**config.mk**
```make
export PLATFORM = sky130hd
export DESIGN_NAME = fetch_unit
export DESIGN_NICKNAME = d
export VERILOG_FILES = /design/src/source/cpu_pkg.sv /design/src/source/fetch_unit.sv
export SDC_FILE = /design/constraint.sdc
export NUM_CORES = 1
export LEC_CHECK = 0
export BUFFER_PORTS_ARGS = -buffer_cell sky130_fd_sc_hd__buf_2
export CELL_PAD_IN_SITES_DETAIL_PLACEMENT = 1
export CELL_PAD_IN_SITES_GLOBAL_PLACEMENT = 2
export CORE_MARGIN = 3
export CORE_UTILIZATION = 26
export DETAILED_ROUTE_END_ITERATION = 16
export HOLD_SLACK_MARGIN = 0.12
export PLACE_DENSITY_LB_ADDON = 0.1
export SLEW_MARGIN = 5
export SYNTH_ARGS = -nofsm -noshare
export SYNTH_HDL_FRONTEND = slang
export SYNTH_SLANG_ARGS = --single-unit
```
**constraint.sdc**
```tcl
create_clock -name clk -period 1.8 [get_ports clk]
set_input_delay 0.45 -clock clk [delete_from_list [all_inputs] [get_ports clk]]
set_output_delay 0.45 -clock clk [all_outputs]
set_load 0.005 [all_outputs]
```
**src/source/cpu_pkg.sv**
```systemverilog
package cpu_pkg;

  typedef logic [31:0] word_t;      // data, address, instruction
  typedef logic [4:0]  reg_num_t;   // register number
  typedef logic [3:0]  alu_ctrl_t;  // alu operation
  typedef logic [1:0]  fwd_sel_t;   // operand source in decode
  typedef logic [1:0]  pc_src_t;    // next pc select

  // major opcodes
  localparam logic [5:0] OP_RTYPE = 6'b000000;
  localparam logic [5:0] OP_ADDI  = 6'b001000;
  localparam logic [5:0] OP_ANDI  = 6'b001100;
  localparam logic [5:0] OP_ORI   = 6'b001101;
  localparam logic [5:0] OP_XORI  = 6'b001110;
  localparam logic [5:0] OP_LUI   = 6'b001111;
  localparam logic [5:0] OP_LW    = 6'b100011;
  localparam logic [5:0] OP_SW    = 6'b101011;
  localparam logic [5:0] OP_BEQ   = 6'b000100;
  localparam logic [5:0] OP_BNE   = 6'b000101;
  localparam logic [5:0] OP_J     = 6'b000010;
  localparam logic [5:0] OP_JAL   = 6'b000011;

  // r-type function field
  localparam logic [5:0] FN_ADD = 6'b100000;
  localparam logic [5:0] FN_SUB = 6'b100010;
  localparam logic [5:0] FN_AND = 6'b100100;
  localparam logic [5:0] FN_OR  = 6'b100101;
  localparam logic [5:0] FN_XOR = 6'b100110;
  localparam logic [5:0] FN_SLL = 6'b000000;
  localparam logic [5:0] FN_SRL = 6'b000010;
  localparam logic [5:0] FN_SRA = 6'b000011;
  localparam logic [5:0] FN_JR  = 6'b001000;

  localparam alu_ctrl_t ALU_ADD = 4'b0000;
  localparam alu_ctrl_t ALU_SUB = 4'b0100;
  localparam alu_ctrl_t ALU_AND = 4'b0001;
  localparam alu_ctrl_t ALU_OR  = 4'b0101;
  localparam alu_ctrl_t ALU_XOR = 4'b0010;
  localparam alu_ctrl_t ALU_LUI = 4'b0110;
  localparam alu_ctrl_t ALU_SLL = 4'b0011;
  localparam alu_ctrl_t ALU_SRL = 4'b0111;
  localparam alu_ctrl_t ALU_SRA = 4'b1111;

  localparam fwd_sel_t FWD_REG  = 2'd0;  // register file
  localparam fwd_sel_t FWD_EALU = 2'd1;  // alu result in exe
  localparam fwd_sel_t FWD_MALU = 2'd2;  // alu result in mem
  localparam fwd_sel_t FWD_MMO  = 2'd3;  // load data in mem

  localparam pc_src_t PC_SEQ    = 2'd0;
  localparam pc_src_t PC_BRANCH = 2'd1;
  localparam pc_src_t PC_REG    = 2'd2;
  localparam pc_src_t PC_JUMP   = 2'd3;

  localparam reg_num_t LINK_REG = 5'd31;  // jal return address

  localparam int DMEM_DEPTH = 64;  // data memory words
  localparam int DMEM_AW    = 6;   // word index bits above byte offset

endpackage

```
**src/source/fetch_unit.sv**
```systemverilog
`timescale 1ns/1ps

module fetch_unit import cpu_pkg::*; (
  input  logic    clk,
  input  logic    clrn,
  input  word_t   i_inst,    // instruction at o_pc, same cycle
  input  logic    i_hold,    // load-use stall from decode
  input  pc_src_t i_pc_src,
  input  word_t   i_bpc,     // branch target
  input  word_t   i_rpc,     // jr target
  input  word_t   i_jpc,     // j/jal target
  output word_t   o_pc,
  output word_t   o_pc4_d,   // pc+4 in decode stage
  output word_t   o_inst_d   // instruction in decode stage
);

  word_t pc4;
  word_t npc;

  assign pc4 = o_pc + 32'd4;

  always_comb begin
    case (i_pc_src)
      PC_BRANCH: npc = i_bpc;
      PC_REG:    npc = i_rpc;
      PC_JUMP:   npc = i_jpc;
      default:   npc = pc4;  // sequential
    endcase
  end

  // pc and if/id register both freeze on a stall
  always_ff @(posedge clk or negedge clrn) begin
    if (!clrn) begin
      o_pc     <= '0;
      o_pc4_d  <= '0;
      o_inst_d <= '0;  // nop
    end else if (!i_hold) begin
      o_pc     <= npc;
      o_pc4_d  <= pc4;
      o_inst_d <= i_inst;
    end
  end

endmodule

```
# Word-level counts from Yosys, hierarchy flattened
# Cells that the tools add are included.
# op_classes
add_sub_neg,1
n_mul,0
n_div,0
magnitude_cmp,0
eq_ne,3
shift,0
mux,1
bitwise_logic,0
n_reduce_logical,0
# ops
op,count
32-bit case mux with 3 select lines,1
"32-bit by 3-bit adder with 32-bit output, second input constant",1
"2-bit == test, second input constant",2
"2-bit by 1-bit == test with 1-bit output, second input constant",1
# totals
regBits,96
latch_bits,0
mem_bits_rw,0
romBits,0
wordCells,8
memories,0

# Depth between registers and ports, before layout
# depth
word_depth,2
mapped_depth,7
depth_no_buf,5

# Worst setup path after synthesis
# OpenSTA, ideal clock, no wires.
# synth_path
path_kind,reg2reg
start,reg o_pc[2]
end,reg o_pc4_d[30]
setup_ns,0.082
arrival_ns,1.928
required_time_ns,1.718
slack_ns,-0.209
stages_incl_launch_ff,6
cell_sequence,dfrtp_1 -> ha_1 -> nand2_1 -> or4_1 -> or4_1 -> a31oi_1
# synth_between
elab_chain_len,1
# synth_lines
element,line_no,source
from (decl),fetch_unit.sv:12,"output word_t o_pc,"
from (signal assigned),fetch_unit.sv:38,o_pc <= npc;
32-bit by 3-bit adder with 32-bit output,fetch_unit.sv:20,assign pc4 = o_pc + 32'd4;
to (signal assigned),fetch_unit.sv:39,o_pc4_d <= pc4;
to (decl),fetch_unit.sv:13,"output word_t o_pc4_d,"
# Every way passes these cells.
# A chain may end at the register's enable or synchronous reset.

# Worst setup path in the final report
# layout_path
start,reg o_pc[10]
end,reg o_pc4_d[30]
# The elaborated chain is that of the path after synthesis.

==> impl_metrics.toml <==
[finish]
layout-drive-gt1-share = 0.526
num-fill-cells = 2418
fin_nets = 977
fin_area_um2 = 8070
fin_util = 0.394
diodes = 0
areaGrowthSynthToFinish_pct = 46.6

[clock_network]
cts_buffer_depth = 2
clkTransAtPathRegs_ns = 0.08
cts_buffers = 9
clk_latency_ns = 0.36
cts_tree = "built"
cts.root.buffer_cell = "clkbuf_16"
clock_sinks = 96
htreeDepth = 3

[critical_path]
crit_path_start_kind = "flop"
crit_required_ns = 2.08
regToRegSetupSlack_ns = 0.005
critPathCaptureType = "flop"
worstSetupPathType = "reg -> reg"
worst-path-buf-inv = 0
r2r-start = "o_pc[10]"
r2r-end = "o_pc4_d[30]"
slowest_delay_ns = 0.58
crit_fanout = 5
cp_top_family = "simple AND/OR/NAND/NOR gates"
worstPathCellList = "nand4_4 -> or4_4 -> or4_1 -> a31oi_1"
startpoint = "o_pc[10]"
slowest_stage = "or4_4"
cp.arrival_ns = 2.07
r2r_cells = 4

[floorplanning]
die_w_um = 152
die_area_um2 = 23000
placementRows = 52
coreArea_um2 = 20500
top_level_ports = 229
die_h_um = 152
start_util = 0.269

[sta]
worst_slew_pin_slew_ns = 0.746
hold_viol = 0
fin_worst_skew_ns = 0.00696
fin_setup_tns_ns = 0
fmax_mhz = 557
rsz0062_at_grt = "yes"
finalSetupViolations = 0
min_period_ns = 1.80
drv_slew = 0
period_share = 0.997
slew_headroom = 0.501

[logic_synthesis]
netlist_instances = 548
netlist_area_um2 = 5510
post_synth_num_cell_types = 53
yosysWarnings = 0
ys_ff_latch = 96
synth_edf_count = 0
syn_nets = 682
synthFlopType = "dfrtp_1"
postSynth.asyncResetShare = 1.00
syn_area_per_cell_um2 = 10.0
yosysSeqAreaShare = 0.436

[drt]
drt_iter0_drc = 207
totalWireLength_um = 22200
drt-wirelength-per-cell_um = 19.9
antenna_left = 0
drt_pre_antenna_iters = 4
routed_via_density = 5.03
drc = 0
via_count = 5629

[global_route]
grt-busiest-layer = "met2"
grt_first_pass_wirelength_um = 33800
first_global_vias = 6082
grt_max_degree = 39
grt_util_met3 = 0.0413
grt_overflow = 0
grt_util_met1 = 0.235
antenna_found_initial = 1
grtUsageMet2 = 0.340
grt_usage = 0.190

[pwr]
cellLeakagePower_nw = 3.70
ir_drop_uv = 440
power_density_nw_per_um2 = 814

[min_path]
holdPathEnd = "o_inst_d[0]"
hp-start = "i_inst[0]"
hold_path.class = "in -> reg"
hold_depth = 2

[place]
postPlaceCellArea_um2 = 7530
dp_hpwl_um = 16800
numPortBuffers = 228
place_congestion = 0.765

[flow_run]
cap_violations = 0

[outcome]
status = "completed"
registers in the layout (all words and copies together) (netlist names):
signal,count
o_pc,32
o_inst_d,32
o_pc4_d,32
layout by cell type, fill, tap and decap left out, types with 4 or more instances in the layout:
cell	Yosys	routed
inv_1	6	6
a31oi_1	10	10
buf_4	2	93
and4_4	0	4
mux4_2	6	6
dfrtp_1	96	90
buf_2	7	226
nor3_1	15	15
o31ai_1	6	6
nand2_1	53	52
o21ai_0	36	36
buf_12	0	4
or3_1	7	7
mux2i_1	5	5
nand3_1	20	18
xnor2_1	9	9
and3_1	8	6
a22oi_1	18	18
mux2_2	57	57
nor4_2	4	4
nand4_1	12	12
buf_6	0	7
a21oi_1	13	13
o211ai_1	4	4
clkbuf_16	0	9
o22a_1	4	4
dfrtp_2	0	6
a311o_1	6	6
nor2_1	27	25
or4_1	6	4
nor2b_1	6	5
a211o_1	4	4
xor2_1	5	5
a22o_1	11	11
final cells by class:
class	instances	area (um2)	share of cell area
inverters	7	26.3	0.00325
repair buffers	331	2000	0.248
clock buffers	10	239	0.0296
multi-input cells	398	3000	0.372
well taps	270	338	0.0418
clock inverters	6	61.3	0.00759
flip-flops and latches	96	2410	0.299
how the worst max path moves through the flow:
| stage | to | slack [ns] | cells after the start |
|---|---|---|---|
| 5_1_grt | o_pc4_d[30] | -0.06 | 4 |
| 4_1_cts | o_pc4_d[30] | -0.09 | 5 |
| 6_report | o_pc4_d[30] | 0.005 | 4 |
| 2_1_floorplan | o_pc4_d[30] | -0.06 | 5 |
| 3_5_place_dp | o_pc[10] | -0.48 | 5 |
| 3_3_place_gp | o_pc[25] | -0.41 | 5 |
kinds of logic (layout without fill, tap and decap cells):
kind of cell             Yosys count  count (layout)  share of synthesized area
buffers and inverters             55             354                     0.0409
adder cells (fa/ha/maj)            1               1                    0.00227
flip-flops                        96              96                      0.436
AO/OA/AOI/OAI                    136             136                      0.174
multiplexers                      68              68                      0.150
XOR/XNOR                          14              14                     0.0223
AND/OR/NAND/NOR                  178             179                      0.174
Yosys cell counts (4+ instances only):
library cell	instances	area [um2]
dfrtp_1	96	2400
mux2_2	57	642
nand2_1	53	199
o21ai_0	36	180
clkbuf_1	29	109
nor2_1	27	101
nand3_1	20	100
a22oi_1	18	135
nor3_1	15	75.1
a21oi_1	13	65.1
nand4_1	12	75.1
a22o_1	11	96.3
a31oi_1	10	62.6
xnor2_1	9	78.8
and3_1	8	50.1
buf_1	8	30.0
and4_1	7	61.3
buf_2	7	35.0
or3_1	7	43.8
a311o_1	6	60.1
inv_1	6	22.5
mux4_2	6	135
nor2b_1	6	37.5
o31ai_1	6	45.0
or4_1	6	45.0
mux2i_1	5	50.1
xor2_1	5	43.8
a211o_1	4	35.0
nor4_1	4	25.0
nor4_2	4	50.1
o211ai_1	4	30.0
o22a_1	4	35.0
stage by stage:
stage | hold WS [ns] | worst slack [ns] | cells | power (mW)
floorplan | 0.154 | -0.0563 | 548 | 3.54
finish | 0.320 | 0.00470 | 1118 | 6.57
detailed placement | 0.342 | -0.475 | 1085 | 4.56
global route | 0.309 | -0.0584 | 1118 | 6.98
global placement | 0.340 | -0.410 | 1085 | 4.51
CTS | 0.308 | -0.0948 | 1108 | 6.62
power by group:
group	leakage [nW]	internal [mW]	switching [mW]	total, mW
registers	1.14	2.46	0.229	2.69
clock network	0.144	1.01	0.961	1.97
logic	2.42	0.986	0.924	1.91
total	3.70	4.46	2.11	6.57
what timing repair did:
item	4_1_cts	5_1_grt
endpoints found under the setup margin	22	21
cloned	1	0
buffers inserted	5	10
hold buffers	1	0
pin swaps	2	12
gates resized for setup	13	19
hold endpoints to repair	13	0
metal layers:
metal / vias up / wire length (um)
met5: - / 13
met4: 2 / 252
met3: 21 / 1470
met2: 172 / 10900
met1: 2778 / 9560
li1: 2656 / -
No activity file was read; power rests on OpenSTA's default activity.
