**src/source/cpu_pkg.sv**
```systemverilog
package cpu_pkg;

  typedef logic [31:0] word_t;      // data, address, instruction
  typedef logic [4:0]  reg_num_t;   // register number
  typedef logic [3:0]  alu_ctrl_t;  // alu operation
  typedef logic [1:0]  fwd_sel_t;   // operand source in decode
  typedef logic [1:0]  pc_src_t;    // next pc select

  // major opcodes
  localparam logic [5:0] OP_RTYPE = 6'b000000;
  localparam logic [5:0] OP_ADDI  = 6'b001000;
  localparam logic [5:0] OP_ANDI  = 6'b001100;
  localparam logic [5:0] OP_ORI   = 6'b001101;
  localparam logic [5:0] OP_XORI  = 6'b001110;
  localparam logic [5:0] OP_LUI   = 6'b001111;
  localparam logic [5:0] OP_LW    = 6'b100011;
  localparam logic [5:0] OP_SW    = 6'b101011;
  localparam logic [5:0] OP_BEQ   = 6'b000100;
  localparam logic [5:0] OP_BNE   = 6'b000101;
  localparam logic [5:0] OP_J     = 6'b000010;
  localparam logic [5:0] OP_JAL   = 6'b000011;

  // r-type function field
  localparam logic [5:0] FN_ADD = 6'b100000;
  localparam logic [5:0] FN_SUB = 6'b100010;
  localparam logic [5:0] FN_AND = 6'b100100;
  localparam logic [5:0] FN_OR  = 6'b100101;
  localparam logic [5:0] FN_XOR = 6'b100110;
  localparam logic [5:0] FN_SLL = 6'b000000;
  localparam logic [5:0] FN_SRL = 6'b000010;
  localparam logic [5:0] FN_SRA = 6'b000011;
  localparam logic [5:0] FN_JR  = 6'b001000;

  localparam alu_ctrl_t ALU_ADD = 4'b0000;
  localparam alu_ctrl_t ALU_SUB = 4'b0100;
  localparam alu_ctrl_t ALU_AND = 4'b0001;
  localparam alu_ctrl_t ALU_OR  = 4'b0101;
  localparam alu_ctrl_t ALU_XOR = 4'b0010;
  localparam alu_ctrl_t ALU_LUI = 4'b0110;
  localparam alu_ctrl_t ALU_SLL = 4'b0011;
  localparam alu_ctrl_t ALU_SRL = 4'b0111;
  localparam alu_ctrl_t ALU_SRA = 4'b1111;

  localparam fwd_sel_t FWD_REG  = 2'd0;  // register file
  localparam fwd_sel_t FWD_EALU = 2'd1;  // alu result in exe
  localparam fwd_sel_t FWD_MALU = 2'd2;  // alu result in mem
  localparam fwd_sel_t FWD_MMO  = 2'd3;  // load data in mem

  localparam pc_src_t PC_SEQ    = 2'd0;
  localparam pc_src_t PC_BRANCH = 2'd1;
  localparam pc_src_t PC_REG    = 2'd2;
  localparam pc_src_t PC_JUMP   = 2'd3;

  localparam reg_num_t LINK_REG = 5'd31;  // jal return address

  localparam int DMEM_DEPTH = 64;  // data memory words
  localparam int DMEM_AW    = 6;   // word index bits above byte offset

endpackage

```
**src/source/memory_unit.sv**
```systemverilog
`timescale 1ns/1ps

module memory_unit import cpu_pkg::*; (
  input  logic     clk,
  input  logic     clrn,
  input  word_t    i_ealu,
  input  word_t    i_eb,
  input  reg_num_t i_ern,
  input  logic     i_ewreg,
  input  logic     i_em2reg,
  input  logic     i_ewmem,
  output word_t    o_malu,   // mem stage alu result, also store address
  output word_t    o_mmo,    // load data
  output reg_num_t o_mrn,
  output logic     o_mwreg,
  output logic     o_mm2reg,
  output logic     o_mwmem,
  output word_t    o_mb,     // store data
  output word_t    o_wdi,    // write-back data
  output reg_num_t o_wrn,
  output logic     o_wwreg
);

  word_t              dmem [DMEM_DEPTH];
  logic [DMEM_AW-1:0] dm_idx;
  word_t              w_mo, w_alu;
  logic               w_m2reg;

  // exe/mem register
  always_ff @(posedge clk or negedge clrn) begin
    if (!clrn) begin
      o_mwreg  <= 1'b0;
      o_mm2reg <= 1'b0;
      o_mwmem  <= 1'b0;
      o_malu   <= '0;
      o_mb     <= '0;
      o_mrn    <= '0;
    end else begin
      o_mwreg  <= i_ewreg;
      o_mm2reg <= i_em2reg;
      o_mwmem  <= i_ewmem;
      o_malu   <= i_ealu;
      o_mb     <= i_eb;
      o_mrn    <= i_ern;
    end
  end

  assign dm_idx = o_malu[DMEM_AW+1:2];  // word index

  always_ff @(posedge clk or negedge clrn) begin
    if (!clrn) begin
      for (int k = 0; k < DMEM_DEPTH; k++) dmem[k] <= '0;
    end else if (o_mwmem) begin
      dmem[dm_idx] <= o_mb;
    end
  end

  assign o_mmo = dmem[dm_idx];  // async read

  // mem/wb register
  always_ff @(posedge clk or negedge clrn) begin
    if (!clrn) begin
      o_wwreg <= 1'b0;
      w_m2reg <= 1'b0;
      w_mo    <= '0;
      w_alu   <= '0;
      o_wrn   <= '0;
    end else begin
      o_wwreg <= o_mwreg;
      w_m2reg <= o_mm2reg;
      w_mo    <= o_mmo;
      w_alu   <= o_malu;
      o_wrn   <= o_mrn;
    end
  end

  assign o_wdi = w_m2reg ? w_mo : w_alu;  // load data or alu result

endmodule

```
**config.mk**
```make
export PLATFORM = sky130hd
export DESIGN_NAME = memory_unit
export DESIGN_NICKNAME = d
export VERILOG_FILES = /design/src/source/cpu_pkg.sv /design/src/source/memory_unit.sv
export SDC_FILE = /design/constraint.sdc
export NUM_CORES = 2
export LEC_CHECK = 0
export ABC_AREA = 1
export BUFFER_PORTS_ARGS = -buffer_cell sky130_fd_sc_hd__buf_4
export CAP_MARGIN = 20
export CELL_PAD_IN_SITES_DETAIL_PLACEMENT = 1
export CELL_PAD_IN_SITES_GLOBAL_PLACEMENT = 2
export CORE_MARGIN = 2
export CORE_UTILIZATION = 39
export CTS_BUF_LIST = sky130_fd_sc_hd__clkbuf_4
export DETAILED_ROUTE_END_ITERATION = 8
export PLACE_DENSITY = 0.9
export SYNTH_ARGS = -nofsm -noshare
export SYNTH_HDL_FRONTEND = slang
export SYNTH_SLANG_ARGS = --single-unit
```
**constraint.sdc**
```tcl
create_clock -name clk -period 2.7 [get_ports clk]
set_clock_uncertainty 0.05 [all_clocks]
set_input_delay 0.27 -clock clk [delete_from_list [all_inputs] [get_ports clk]]
set_output_delay 0.27 -clock clk [all_outputs]
set_load 0.05 [all_outputs]
```
Word level (Yosys, flattened, before mapping):

Cells that the tools add are included.

* reduce and logical (&&, ||, !) cells: 1
* magnitude comparators: 2
* muxes and demuxes: 7
* bitwise operators: 1

Operators by type and width (number)
* bitwise mux 2048 bit: 1
* binary-select mux 32 bit (select 6 bit): 1
* demux 32 bit (select 6 bit): 1
* 2-to-1 mux 32 bit: 4
* greater-or-equal comparator 7 bit, second input constant: 1
* < comparator 7 x 1 -> 1 bit, second input constant: 1
* inverter 6 -> 7 bit: 1
* logical AND 1 bit: 1

* register bits: 2191
* word-level logic and storage cells: 86
* bits of input ports: 74

Longest topological paths before layout:

* depth in word-level cells: 6
* depth in mapped cells: 15
* gate-level depth less buffers: 11

Worst setup path after synthesis:

OpenSTA, ideal clock, no wires.

* path kind: register to output
* from: reg o_malu[2]
* to: out o_mmo[18]
* slack: -105 ps
* cell stages (with the launch flop): 15
* arrival time: 2485 ps
* cell sequence: dfrtp_1 -> buf_4 -> buf_2 -> clkbuf_1 -> clkbuf_1 -> nand2_1 -> nand2_1 -> nand2_1 -> nand2_1 -> nand2_1 -> nand2_1 -> nand2_1 -> nand2_1 -> nor2_1 -> nand2_1

* word-level cells in the longest chain between the ends: 4

Ends and longest elaborated chain
* start, declared: RTL line memory_unit.sv:12 `output word_t o_malu,`
* start signal, assigned: RTL line memory_unit.sv:42 `o_malu <= i_ealu;`
* inverter 6 -> 7 bit (not written as such): RTL line memory_unit.sv:58 `assign o_mmo = dmem[dm_idx];`
* binary-select mux 32 bit (select 6 bit): RTL line memory_unit.sv:58
* 2-to-1 mux 32 bit (not written as such) (2 in series): RTL line memory_unit.sv:58
* end, declared: RTL line memory_unit.sv:13 `output word_t o_mmo,`

Every way passes these cells. The select of a mux whose other input is x is not followed.

Final worst setup path:

* from: reg o_malu[2]
* to: out o_mmo[20]

Same word-level chain as after synthesis.

==> metrics <==
final period utilization=1.571; crit path DAT=3.92 ns; CP required=2.38 ns; crit path launch type=register; Die Ht=510.0 um; number of global-route vias before repair=102,800; cell with the most instances after synthesis=nand2_1; final worst slack=-1.541 ns; WL final=400.5 mm; H-tree Lvls=6; RSZ-0062 raised after global routing=true; Nets=about 14,000; routing usage on met1=0.3906; Crit Path Class=register to primary output; PD cells=710.6 nW/um2; cell row count=185; residual DRC count=0; overall routing resource usage=0.3052; area share of the largest cell type after synthesis=0.5490; area of the core=about 250,000 um2; Final Hold Fails=0; Clock Tree Buf Depth=4; top cells by count, synth=nand2_1 (6,744), dfrtp_1 (2,191), o21ai_0 (1,222), nor2_1 (895), clkbuf_1 (826); Worst-Skew Late Latency=1.59 ns; Cell Area, Synth=99,870 um2; Initial Util=0.3926; DR WL/cell=around 22 um; layout cells sized above 1=0.1715; worst hold slack=~0.25 ns; router iterations before antenna repair=6; placed cell area=110,000 um2; Max Freq=approximately 0.24 GHz; area occupied by multi-input gates=42,040 um2; crit path launch=o_malu[2]$_DFF_PN0_; DRT iter0 DRCs=7,123; HPWL after DPL=234.8 mm; leakage=about 64 nW; FILL cells=30,640; Routed Antenna Nets=0; largest cells by area after synthesis=dfrtp_1 (55%), nand2_1 (25%), o21ai_0 (6.1%), a21oi_1 (4.1%), nor2_1 (3.4%); register area share after synthesis=0.5490; first-pass GRT wire length=615.4 mm; I/O pin total=216; cell taking the most area after synthesis=dfrtp_1; critical path fanouts, max=9; Critical R2R Launch=o_malu[5]$_DFF_PN0_; gr ovfl total=0; Post-synth ARST share=1.000; Yosys reg bits=about 2,200; Final min period=4.241 ns; Buffers on Ports=around 220; fin area=approximately 130,000 um2; Die Footprint=approximately 260,000 um2; worst slew pin tran=0.9419 ns; clock slew seen by the registers of the worst setup and hold paths=approximately 0.070 ns; total of max-cap violations=0; post-synthesis instance total=between 10,000 and 15,000; die width=510.0 um; Max Slew Vio Count=0; Post-synth EDFFs=0; area grow syn2layout=25.53%; CTS tree=built; r2r endpoint=dmem[1616]$_DFFE_PN0P_; Synth cell types=23; CP endpoint=o_mmo[20]; reg2reg setup slack=0.01 ns; Mapped Nets=13,380; RD Place Congestion=0.8380; Most Used Layer, Global Route=met2; HP Class=input port to register; Inserted Clock Buffers=620; Setup WS pre-CTS=-0.4894 ns; YS warnings=0; vias=95,540; final setup fails=69; Core Util, Final=0.4928; Synth Flop Type=dfrtp_1; worst r2r path cells=8; met2 Use GR=0.5040; vias per cell=5.325; pin count of the biggest net entering global routing=138; total power draw=0.08908 W; CTS sink cnt=~2,200; met3 usage=0.05744; status=finished with violations; register area=54,890 um2; maximum vdd drop=approximately 390 uV; crit end category=primary output; CTS root buf=clkbuf_4; violated checks=setup timing; antenna violations before repair=15; Post-Syn Area per Cell=7.505 um2; slew margin rel.=0.3721
layer usage:
metal | vias to the layer above | wire (um)
met5 | - | 0
met4 | 0 | 16660
met3 | 885 | 24750
met2 | 2882 | 190100
met1 | 48270 | 169000
li1 | 43500 | -
critical path: stages, from the launching register on:
cell and delay [ns]:
dfrtp_4 0.47, buf_12 0.19, clkinv_16 0.15, buf_16 0.20, buf_12 0.15, nand2_4 0.05
nand2_2 0.05, nand2_2 0.08, nand2_2 0.08, nand2_2 0.08, nand2_2 0.08, nand2_4 0.09
nand2_4 0.06, nor2_4 0.26, nand2_4 0.16, buf_12 0.19
where the power goes:
part           switching [W]  internal (W)  total [W]
Clock                 0.0154        0.0167     0.0322
Combinational         0.0101       0.00623     0.0164
Sequential           0.00278        0.0377     0.0405
repair_timing:
action                                  CTS  global route
pin swaps                                61            93
setup buffers                            88            30
gates cloned                             40            12
endpoints found under the hold margin  2263             0
resized for setup                       611           295
hold buffers                            219             0
setup endpoints to repair               135           105
placed cells by master (no fill, tap or decap), types with 14 or more instances in the layout:
master and instances:
nor2_1 831, clkinv_1 99, nor2_2 21, nand2_2 294
buf_8 59, o21ai_0 1194, dfrtp_1 2158, inv_1 155
o21ai_1 167, buf_16 57, buf_6 82, a21oi_1 816
buf_12 289, bufinv_16 14, diode_2 17, nand2_1 6410
inv_2 42, mux2_2 23, nor2_4 70, dfrtp_2 26
clkbuf_4 912, buf_4 472, nand2_4 41, dlygate4sd3_1 218
registers in the layout, indices dropped and copies added, names as in the netlist:
name / cells
o_mwmem: 1
o_wwreg: 1
w_mo: 32
o_wrn: 5
w_m2reg: 1
o_mwreg: 1
o_mb: 32
o_malu: 32
o_mm2reg: 1
dmem: 2048
w_alu: 32
o_mrn: 5
worst min-delay path by stage:
stage	end	depth (start not counted)	startpoint	slack, ns
floorplan	dmem[0]$_DFFE_PN0P_	0	clrn	-0.08
global placement	dmem[1457]$_DFFE_PN0P_	1	clrn	0.1
detailed placement	dmem[1425]$_DFFE_PN0P_	1	clrn	0.09
CTS	o_malu[8]$_DFF_PN0_	3	i_ealu[8]	0.09
global route	o_malu[8]$_DFF_PN0_	3	i_ealu[8]	0.15
finish	o_malu[8]$_DFF_PN0_	3	i_ealu[8]	0.25
layout make-up:
class	count	share of cell area
multi-input cells	9911	0.3353
diodes	17	0.0003393
inverters	198	0.006328
clock buffers	912	0.05461
repair inverters	3	0.0006088
clock inverters	147	0.008384
well taps	3366	0.03360
repair buffers	1196	0.1230
flip-flops and latches	2191	0.4378
metrics by stage:
step	std cells	TNS, ns
6_report	17940	-63.93
5_1_grt	17940	-74.36
4_1_cts	17900	-74.04
3_5_place_dp	16490	-5.053
3_3_place_gp	16490	-4.155
2_1_floorplan	13310	0
cells by family (layout without fill, tap and decap cells):
group / count (synthesis) / count (layout) / synth area share
mux: 32 / 32 / 0.003608
compound gates: 2188 / 2188 / 0.1098
flops: 2191 / 2191 / 0.5490
other cells: 0 / 17 / 0
simple gates: 7691 / 7691 / 0.2909
buf+inv: 1205 / 2456 / 0.04671
(Power assumes the default switching activity.)
