<file path="src/source/cpu_pkg.sv">
package cpu_pkg;

  typedef logic [31:0] word_t;      // data, address, instruction
  typedef logic [4:0]  reg_num_t;   // register number
  typedef logic [3:0]  alu_ctrl_t;  // alu operation
  typedef logic [1:0]  fwd_sel_t;   // operand source in decode
  typedef logic [1:0]  pc_src_t;    // next pc select

  // major opcodes
  localparam logic [5:0] OP_RTYPE = 6'b000000;
  localparam logic [5:0] OP_ADDI  = 6'b001000;
  localparam logic [5:0] OP_ANDI  = 6'b001100;
  localparam logic [5:0] OP_ORI   = 6'b001101;
  localparam logic [5:0] OP_XORI  = 6'b001110;
  localparam logic [5:0] OP_LUI   = 6'b001111;
  localparam logic [5:0] OP_LW    = 6'b100011;
  localparam logic [5:0] OP_SW    = 6'b101011;
  localparam logic [5:0] OP_BEQ   = 6'b000100;
  localparam logic [5:0] OP_BNE   = 6'b000101;
  localparam logic [5:0] OP_J     = 6'b000010;
  localparam logic [5:0] OP_JAL   = 6'b000011;

  // r-type function field
  localparam logic [5:0] FN_ADD = 6'b100000;
  localparam logic [5:0] FN_SUB = 6'b100010;
  localparam logic [5:0] FN_AND = 6'b100100;
  localparam logic [5:0] FN_OR  = 6'b100101;
  localparam logic [5:0] FN_XOR = 6'b100110;
  localparam logic [5:0] FN_SLL = 6'b000000;
  localparam logic [5:0] FN_SRL = 6'b000010;
  localparam logic [5:0] FN_SRA = 6'b000011;
  localparam logic [5:0] FN_JR  = 6'b001000;

  localparam alu_ctrl_t ALU_ADD = 4'b0000;
  localparam alu_ctrl_t ALU_SUB = 4'b0100;
  localparam alu_ctrl_t ALU_AND = 4'b0001;
  localparam alu_ctrl_t ALU_OR  = 4'b0101;
  localparam alu_ctrl_t ALU_XOR = 4'b0010;
  localparam alu_ctrl_t ALU_LUI = 4'b0110;
  localparam alu_ctrl_t ALU_SLL = 4'b0011;
  localparam alu_ctrl_t ALU_SRL = 4'b0111;
  localparam alu_ctrl_t ALU_SRA = 4'b1111;

  localparam fwd_sel_t FWD_REG  = 2'd0;  // register file
  localparam fwd_sel_t FWD_EALU = 2'd1;  // alu result in exe
  localparam fwd_sel_t FWD_MALU = 2'd2;  // alu result in mem
  localparam fwd_sel_t FWD_MMO  = 2'd3;  // load data in mem

  localparam pc_src_t PC_SEQ    = 2'd0;
  localparam pc_src_t PC_BRANCH = 2'd1;
  localparam pc_src_t PC_REG    = 2'd2;
  localparam pc_src_t PC_JUMP   = 2'd3;

  localparam reg_num_t LINK_REG = 5'd31;  // jal return address

  localparam int DMEM_DEPTH = 64;  // data memory words
  localparam int DMEM_AW    = 6;   // word index bits above byte offset

endpackage

</file>
<file path="src/source/reg_file.sv">
`timescale 1ns/1ps

module reg_file import cpu_pkg::*; (
  input  logic     clk,
  input  logic     clrn,
  input  reg_num_t i_rna,  // read port a
  input  reg_num_t i_rnb,  // read port b
  input  reg_num_t i_wn,   // write port
  input  logic     i_we,
  input  word_t    i_wd,
  output word_t    o_qa,
  output word_t    o_qb
);

  word_t regs [32];
  logic  wr_ok;

  assign wr_ok = i_we && (i_wn != '0);  // r0 is never written

  always_ff @(posedge clk or negedge clrn) begin
    if (!clrn) begin
      for (int k = 0; k < 32; k++) regs[k] <= '0;
    end else if (wr_ok) begin
      regs[i_wn] <= i_wd;
    end
  end

  // same-cycle write shows through to the readers
  assign o_qa = (wr_ok && i_wn == i_rna) ? i_wd : regs[i_rna];
  assign o_qb = (wr_ok && i_wn == i_rnb) ? i_wd : regs[i_rnb];

endmodule

</file>
<file path="src/source/decode_unit.sv">
`timescale 1ns/1ps

module decode_unit import cpu_pkg::*; (
  input  logic      clk,
  input  logic      clrn,
  input  word_t     i_inst,     // from if/id
  input  word_t     i_pc4,      // delay slot address
  input  reg_num_t  i_ern,      // exe destination
  input  reg_num_t  i_mrn,      // mem destination
  input  reg_num_t  i_wrn,      // wb destination
  input  logic      i_ewreg,
  input  logic      i_em2reg,   // load in exe
  input  logic      i_mwreg,
  input  logic      i_mm2reg,   // load in mem
  input  logic      i_wwreg,
  input  word_t     i_ealu,
  input  word_t     i_malu,
  input  word_t     i_mmo,
  input  word_t     i_wdi,      // write-back data
  output logic      o_hold,     // load-use stall
  output pc_src_t   o_pc_src,
  output word_t     o_bpc,
  output word_t     o_jpc,
  output word_t     o_a,        // forwarded rs, also jr target
  output word_t     o_b,        // forwarded rt
  output word_t     o_imm,
  output reg_num_t  o_rn,
  output alu_ctrl_t o_aluc,
  output logic      o_wreg,
  output logic      o_m2reg,
  output logic      o_wmem,
  output logic      o_aluimm,
  output logic      o_shift,
  output logic      o_jal
);

  logic [5:0] op, fn;
  reg_num_t   rs, rt, rd;
  word_t      qa, qb;
  fwd_sel_t   fwd_a, fwd_b;
  logic       rtype, is_add, is_sub, is_and, is_or, is_xor, is_sll, is_srl, is_sra, is_jr;
  logic       is_addi, is_andi, is_ori, is_xori, is_lui, is_lw, is_sw;
  logic       is_beq, is_bne, is_j, is_jal;
  logic       use_rs, use_rt, writes, regrt, sext, equal;

  // newest producer wins, r0 never forwarded
  function automatic fwd_sel_t fwd_select(reg_num_t src);
    fwd_sel_t sel;
    sel = FWD_REG;
    if (src != '0) begin
      if (i_ewreg && !i_em2reg && i_ern == src) sel = FWD_EALU;
      else if (i_mwreg && i_mrn == src) sel = i_mm2reg ? FWD_MMO : FWD_MALU;
    end
    return sel;
  endfunction

  function automatic word_t pick(fwd_sel_t sel, word_t q);
    case (sel)
      FWD_EALU: return i_ealu;
      FWD_MALU: return i_malu;
      FWD_MMO:  return i_mmo;
      default:  return q;
    endcase
  endfunction

  assign op = i_inst[31:26];
  assign fn = i_inst[5:0];
  assign rs = i_inst[25:21];
  assign rt = i_inst[20:16];
  assign rd = i_inst[15:11];

  assign rtype   = (op == OP_RTYPE);
  assign is_add  = rtype && fn == FN_ADD;
  assign is_sub  = rtype && fn == FN_SUB;
  assign is_and  = rtype && fn == FN_AND;
  assign is_or   = rtype && fn == FN_OR;
  assign is_xor  = rtype && fn == FN_XOR;
  assign is_sll  = rtype && fn == FN_SLL;
  assign is_srl  = rtype && fn == FN_SRL;
  assign is_sra  = rtype && fn == FN_SRA;
  assign is_jr   = rtype && fn == FN_JR;
  assign is_addi = (op == OP_ADDI);
  assign is_andi = (op == OP_ANDI);
  assign is_ori  = (op == OP_ORI);
  assign is_xori = (op == OP_XORI);
  assign is_lui  = (op == OP_LUI);
  assign is_lw   = (op == OP_LW);
  assign is_sw   = (op == OP_SW);
  assign is_beq  = (op == OP_BEQ);
  assign is_bne  = (op == OP_BNE);
  assign is_j    = (op == OP_J);
  assign is_jal  = (op == OP_JAL);

  assign use_rs = is_add | is_sub | is_and | is_or | is_xor | is_jr | is_addi | is_andi |
                  is_ori | is_xori | is_lw | is_sw | is_beq | is_bne;
  assign use_rt = is_add | is_sub | is_and | is_or | is_xor | is_sll | is_srl | is_sra |
                  is_sw | is_beq | is_bne;
  assign writes = is_add | is_sub | is_and | is_or | is_xor | is_sll | is_srl | is_sra |
                  is_addi | is_andi | is_ori | is_xori | is_lui | is_lw | is_jal;
  assign regrt  = is_addi | is_andi | is_ori | is_xori | is_lui | is_lw;  // dest in rt
  assign sext   = is_addi | is_lw | is_sw | is_beq | is_bne;

  // load in exe feeding this instruction, wait one cycle
  assign o_hold = i_ewreg && i_em2reg && (i_ern != '0) &&
                  ((use_rs && i_ern == rs) || (use_rt && i_ern == rt));

  always_comb begin
    fwd_a = fwd_select(rs);
    fwd_b = fwd_select(rt);
    o_a   = pick(fwd_a, qa);
    o_b   = pick(fwd_b, qb);
  end

  assign equal = (o_a == o_b);  // branch compare on forwarded operands

  always_comb begin
    if (is_jr) o_pc_src = PC_REG;
    else if (is_j || is_jal) o_pc_src = PC_JUMP;
    else if ((is_beq && equal) || (is_bne && !equal)) o_pc_src = PC_BRANCH;
    else o_pc_src = PC_SEQ;
  end

  always_comb begin
    if (is_sub) o_aluc = ALU_SUB;
    else if (is_and || is_andi) o_aluc = ALU_AND;
    else if (is_or || is_ori) o_aluc = ALU_OR;
    else if (is_xor || is_xori) o_aluc = ALU_XOR;
    else if (is_lui) o_aluc = ALU_LUI;
    else if (is_sll) o_aluc = ALU_SLL;
    else if (is_srl) o_aluc = ALU_SRL;
    else if (is_sra) o_aluc = ALU_SRA;
    else o_aluc = ALU_ADD;  // add, addi, lw, sw
  end

  assign o_imm    = {{16{sext & i_inst[15]}}, i_inst[15:0]};
  assign o_bpc    = i_pc4 + {o_imm[29:0], 2'b00};       // relative to delay slot
  assign o_jpc    = {i_pc4[31:28], i_inst[25:0], 2'b00};
  assign o_rn     = regrt ? rt : rd;
  assign o_wreg   = writes & ~o_hold;  // bubble on stall
  assign o_wmem   = is_sw & ~o_hold;
  assign o_m2reg  = is_lw;
  assign o_aluimm = is_addi | is_andi | is_ori | is_xori | is_lui | is_lw | is_sw;
  assign o_shift  = is_sll | is_srl | is_sra;
  assign o_jal    = is_jal;

  reg_file u_reg_file (
    .clk   (clk),
    .clrn  (clrn),
    .i_rna (rs),
    .i_rnb (rt),
    .i_wn  (i_wrn),
    .i_we  (i_wwreg),
    .i_wd  (i_wdi),
    .o_qa  (qa),
    .o_qb  (qb)
  );

endmodule

</file>
<file path="config.mk">
export PLATFORM = sky130hd
export DESIGN_NAME = decode_unit
export DESIGN_NICKNAME = d
export VERILOG_FILES = /design/src/source/cpu_pkg.sv /design/src/source/reg_file.sv /design/src/source/decode_unit.sv
export SDC_FILE = /design/constraint.sdc
export NUM_CORES = 2
export LEC_CHECK = 0
export BUFFER_PORTS_ARGS = -buffer_cell sky130_fd_sc_hd__buf_2
export CAP_MARGIN = 20
export CORE_ASPECT_RATIO = 1.5
export CORE_UTILIZATION = 38
export CTS_CLUSTER_DIAMETER = 60
export DETAILED_ROUTE_END_ITERATION = 6
export PLACE_DENSITY = 0.62
export SLEW_MARGIN = 20
export SYNTH_ARGS = -nofsm -noshare
export SYNTH_HDL_FRONTEND = slang
export SYNTH_SLANG_ARGS = --single-unit
export TNS_END_PERCENT = 100
</file>
<file path="constraint.sdc">
create_clock -name clk -period 12.22 [get_ports clk]
set_clock_uncertainty 0.1 [all_clocks]
set_input_delay 0 -clock clk [delete_from_list [all_inputs] [get_ports clk]]
set_output_delay 0 -clock clk [all_outputs]
set_load 0.01 [all_outputs]
</file>
# --- Word-level counts from Yosys, hierarchy flattened ---
# Cells that the tools add are included.
totals:
  register_bits: 1024
  in_bits: 214
  output_inout_bits: 178
  wordCells: 185
classes:
  add_sub_neg: 1
  magnitude_cmp: 4
  eq_ne: 32
  mux: 32
  bitwise_logic: 45
  n_reduce_logical: 39
ops:
  columns: ["cell", "n"]
  rows:
  - ["1024-bit bitwise mux", 1]
  - ["32-bit binary-select mux with 5-bit select", 2]
  - ["32-bit 2-to-1 mux", 7]
  - ["32-bit case mux with 3 select lines", 2]
  - ["32-bit demux with 5-bit select", 1]
  - ["6-bit equality test (second input constant)", 7]
  - ["1-bit bitwise OR", 38]
  - ["6-bit by 4-bit equality test with 1-bit output (second input constant)", 6]
  - ["32-bit adder", 1]
  - ["32-bit equality test", 1]
  - ["4-bit 2-to-1 mux", 8]
  - ["5-bit equality test", 6]
  - ["1-bit logical AND", 25]
  - ["6-bit by 2-bit equality test with 1-bit output (second input constant)", 4]
  - ["5-bit nonzero test", 4]
  - ["6-bit >= comparator (second input constant)", 3]
  - ["5-bit NOT with 6-bit output", 3]
  - ["2-bit 2-to-1 mux", 8]
  - ["6-bit by 3-bit equality test with 1-bit output (second input constant)", 2]
  - ["6-bit zero test", 2]
  - ["2-bit equality test (second input constant)", 4]
  - ["1-bit logical OR", 6]
  - ["6-bit by 1-bit less-than comparator with 1-bit output (second input constant)", 1]
  - ["5-bit 2-to-1 mux", 1]
  - ["other kinds (5)", 10]

# --- Longest topological paths before layout ---
logic_depth:
  ltp_word: 20
  ltp_mapped: 18
  depth_no_buf: 17

# --- Hierarchy ---
# A second synthesis with hierarchy kept.
unflattened:
  cells_unflattened: 4216
  hier_area_um2: 58939.0
by_module_without_submodules:
  columns: ["module", "n_inst", "cells_each", "area_per_inst_um2"]
  rows:
  - ["reg_file", 1, 3434, 53661.5]
  - ["decode_unit", 1, 782, 5277.6]

# --- Least setup slack after synthesis ---
# Ideal clock, no wire load.
synth_timing:
  path_kind: "input to output"
  startpoint: "input port i_inst[26]"
  endpoint: "output port o_bpc[31]"
  arrival_ns: 4.718
  t_required_ns: 12.120
  path_slack_ns: 7.402
  stages: 18
  path_buffers: 1
  path_cell_list: "buf_4 nor2_1 nand2_1 o21ai_0 a21boi_0 nor3b_1 ha_1 a21o_1 a21o_1 a21o_1 nand3_1 nand2_1 a21oi_1 o21ai_0 a2111oi_0 o21bai_1 a21oi_1 xnor2_1"
synth_between:
  elab_chain_len: 7
synth_rtl:
  columns: ["element", "line", "rtl"]
  rows:
  - ["start: declaration", "decode_unit.sv:6", "input word_t i_inst,"]
  - ["6-bit by 4-bit equality test with 1-bit output / 6-bit equality test (equally long branches)", "decode_unit.sv:82, decode_unit.sv:87", null]
  - ["1-bit bitwise OR (3 in a row)", "decode_unit.sv:101", "assign sext = is_addi | is_lw | is_sw | is_beq | is_bne;"]
  - ["1-bit bitwise OR *", "decode_unit.sv:101", null]
  - ["1-bit AND *", "decode_unit.sv:135", "assign o_imm = {{16{sext & i_inst[15]}}, i_inst[15:0]};"]
  - ["net o_imm[16]", "decode_unit.sv:26", "output word_t o_imm,"]
  - ["32-bit adder *", "decode_unit.sv:136", "assign o_bpc = i_pc4 + {o_imm[29:0], 2'b00};"]
  - ["end: declaration", "decode_unit.sv:22", "output word_t o_bpc,"]
# The timed path passes the listed nets; every way through them passes the cells marked *.

# --- Final worst setup path ---
layout_timing:
  startpoint: "input port i_inst[21]"
  endpoint: "output port o_pc_src[0]"
layout_between:
  elab_chain_len: 14
layout_rtl:
  columns: ["element", "line", "rtl"]
  rows:
  - ["branches (longest 6 deep; another with 32-bit binary-select mux with 5-bit select)", null, null]
  - ["32-bit case mux with 3 select lines *", "decode_unit.sv:58", "case (sel)"]
  - ["32-bit equality test *", "decode_unit.sv:114", "assign equal = (o_a == o_b);"]
  - ["1-bit zero test", "decode_unit.sv:119", "else if ((is_beq && equal) || (is_bne && !equal)) o_pc_src = PC_BRANCH;"]
  - ["1-bit logical AND", "decode_unit.sv:119", null]
  - ["1-bit logical OR *", "decode_unit.sv:119", null]
  - ["1-bit 2-to-1 mux *", "decode_unit.sv:119", null]
  - ["2-bit 2-to-1 mux *", "decode_unit.sv:118", "else if (is_j || is_jal) o_pc_src = PC_JUMP;"]
  - ["2-bit 2-to-1 mux *", "decode_unit.sv:117", "if (is_jr) o_pc_src = PC_REG;"]
  - ["end: declaration", "decode_unit.sv:21", "output pc_src_t o_pc_src,"]
# Every way passes the cells marked *. The select of a mux whose other input is x is not followed.

==> run metrics <==
# DRC 2; Peak VDD IR ~0.11 mV; Top FF cell, synth dfrtp_1; max-slew violation count 0; setup TNS 0 ns; RSZ-0062 raised after global routing no; Worst-Skew Late Latency 0.71 ns; Syn-to-layout area delta 10.83%; Max Cap Viol 0; Slew @ Worst Pin ~1.2 ns; failing checks DRC; largest reg by FF count u_reg_file.regs; # setup viols final 0; Core Rows approximately 180; CP Launch Type primary input; EDFF count, synth 0; Initial Utilization 38.30%; Chip Width roughly 330 um; CTS root buf clkbuf_16; Longest Clk Path Bufs 3; final period utilization between 50% and 60%; # H-tree levels 3; drt wl/cell approximately 35 um; vias in the first global route about 44k; sequential element share of the synthesized area 42.67%; drt first pass iters 7; drt total wl ~240 mm; layout cells sized above 1 47.44%; largest net degree at the start of global routing about 180; Power per Cell Area ~150 nW/um^2; worst-path fanout max 93; status finished with violations; Unique masters post-synth 90; DRT antenna net count 0; #FFs+latches synth approximately 1k; WP data arrival roughly 6.3 ns; CTS tree built; core area around 160000 um^2; detailed-route via count between 40k and 50k; IO Port Bufs about 390; # Post-CTS Setup Buffers 0; Final Hold Violating Endpoints 0; initial antenna violation count 21; Worst slew margin 21.28%; Yosys warnings 0; DRT iter0 DRCs about 4.6k; GPL Wtd Cong about 0.94; Ports a little under 400; WP data required about 12 ns; GR Util All Layers slightly below 30%; DP HPWL 149.1 mm; clock sinks between 1k and 1.5k; Final nets between 4k and 5k; first-pass GRT wire length roughly 330 mm; Worst setup EP type output port; Hold WC Path Type primary input to output port; vias per cell about 6.4; gr ovfl total 0; Die Y approximately 490 um; fin crit period 6.406 ns; critical path class primary input to output port; Num CTS Buffers 94; die area 159600 um^2; Mapped Area approximately 60000 um^2; Async SR Flop Fraction between 90% and 100%; Synth Area per Inst approximately 14 um^2; biggest regs u_reg_file.regs x1024; final hold slack 0.1092 ns; post-synthesis cell count ~4.4k; Leak Pwr 29.55 nW; fmax about 160 MHz; max reg flops just over 1k
## placed cells by master (no fill, tap or decap), types with 41 or more instances in the layout
cell              n
a22oi_1         124
o22ai_1          41
a21oi_1          76
mux4_1           52
dlygate4sd3_1    48
o21ai_0         100
buf_2           378
nand3_1          43
inv_1            48
xnor2_1          54
mux2i_1         223
dfrtp_1        1024
mux4_2          381
buf_4           120
nor2_1           81
clkbuf_16        95
mux2_2         1056
nand2_1          86
## synthesized netlist by cell type (35+ instances only)
cell | number | area, um^2
nand2_1 | 101 | 379.1
dfrtp_1 | 1024 | 25620
nor2_1 | 102 | 382.9
buf_4 | 108 | 810.8
a21oi_1 | 76 | 380.4
buf_1 | 63 | 236.5
buf_6 | 35 | 394.1
xnor2_1 | 54 | 473.0
nand3_1 | 43 | 215.2
mux2_2 | 1056 | 11890
mux2i_1 | 223 | 2232
clkbuf_1 | 217 | 814.5
buf_2 | 58 | 290.3
mux4_2 | 381 | 8581
o22ai_1 | 42 | 262.8
mux4_1 | 52 | 1366
a22oi_1 | 124 | 930.9
o21ai_0 | 100 | 500.5
inv_1 | 48 | 180.2
## metrics by stage
stage / cells / worst slack (ns) / total power [mW] / utilization [%] / area [um^2]
floorplan: 4379 / 7.402 / 6.114 / - / 60050
global placement: 6453 / 5.883 / 6.921 / 40.11 / 62880
detailed placement: 6454 / 5.966 / 7.000 / 40.12 / 62900
CTS: 6674 / 5.968 / 10.08 / 42.42 / 66510
global route: 6678 / 5.729 / 10.45 / 42.43 / 66530
finish: 6687 / 5.814 / 10.09 / 42.45 / 66550
## worst max-delay path, stage by stage
cell     delay (ns)
buf_8          0.36
buf_12         0.57
buf_4          0.78
mux4_2         0.58
mux2i_1        0.24
o22ai_1        0.13
nor4_1         0.89
o22a_1         0.40
xor2_1         0.23
nand4_1        0.31
nor4_2         0.42
buf_4          0.23
a31oi_1        0.09
or3b_1         0.52
buf_2          0.20
## final cells by class
class,count,area (um^2)
clock inverter,42,456.7
timing repair buffer,566,3603
inverter,51,191.4
clock buffer,129,2645
sequential,1024,25620
fill,14448,90240
antenna,13,32.53
multi-input combinational,2792,31410
tap,2070,2590
## worst paths after layout
kind                                 startpoint                   end  slack [ns]  cells past startpoint
setup / recovery                     i_inst[21]           o_pc_src[0]        5.81                     15
hold / removal                        i_pc4[30]             o_jpc[30]        0.11                      2
setup reg to reg           u_reg_file.regs[895]  u_reg_file.regs[895]       10.79                      2
hold reg to reg            u_reg_file.regs[998]  u_reg_file.regs[998]        0.30                      0
max in group asynchronous                  clrn  u_reg_file.regs[954]        9.06                      6
min in group asynchronous                  clrn  u_reg_file.regs[183]        0.40                      4
## layer usage
layer,vias to the layer above,share of wire [%],track usage (%)
met4,26,7.8,20.11
met1,22759,36,34.83
li1,17065,-,-
met2,2490,46,46.44
met5,-,0.065,0
met3,742,9.3,7.659
## report_power, final
group | internal, mW | switching [mW] | total (mW)
Combinational | 1.31 | 1.17 | 2.48
Sequential | 4.03 | 0.488 | 4.52
Clock | 1.67 | 1.41 | 3.08
## kinds of logic (layout without fill, tap and decap cells)
| family | Yosys count | count (layout) | synth area share [%] |
|---|---|---|---|
| AND/OR/NAND/NOR | 407 | 407 | 3.421 |
| buffers and inverters | 563 | 788 | 5.380 |
| adder cells (fa/ha/maj) | 30 | 30 | 0.6376 |
| XOR/XNOR | 88 | 88 | 1.284 |
| multiplexers | 1714 | 1714 | 40.17 |
| AO/OA/AOI/OAI | 551 | 551 | 6.426 |
| flip-flops | 1024 | 1024 | 42.67 |
| other | 1 | 15 | 0.006245 |
## repair_timing
action                                  CTS  global route
endpoints found under the hold margin  1293             0
hold buffers                             49             0
resized for setup                         0             0
Power figures use the tool's default switching activity.
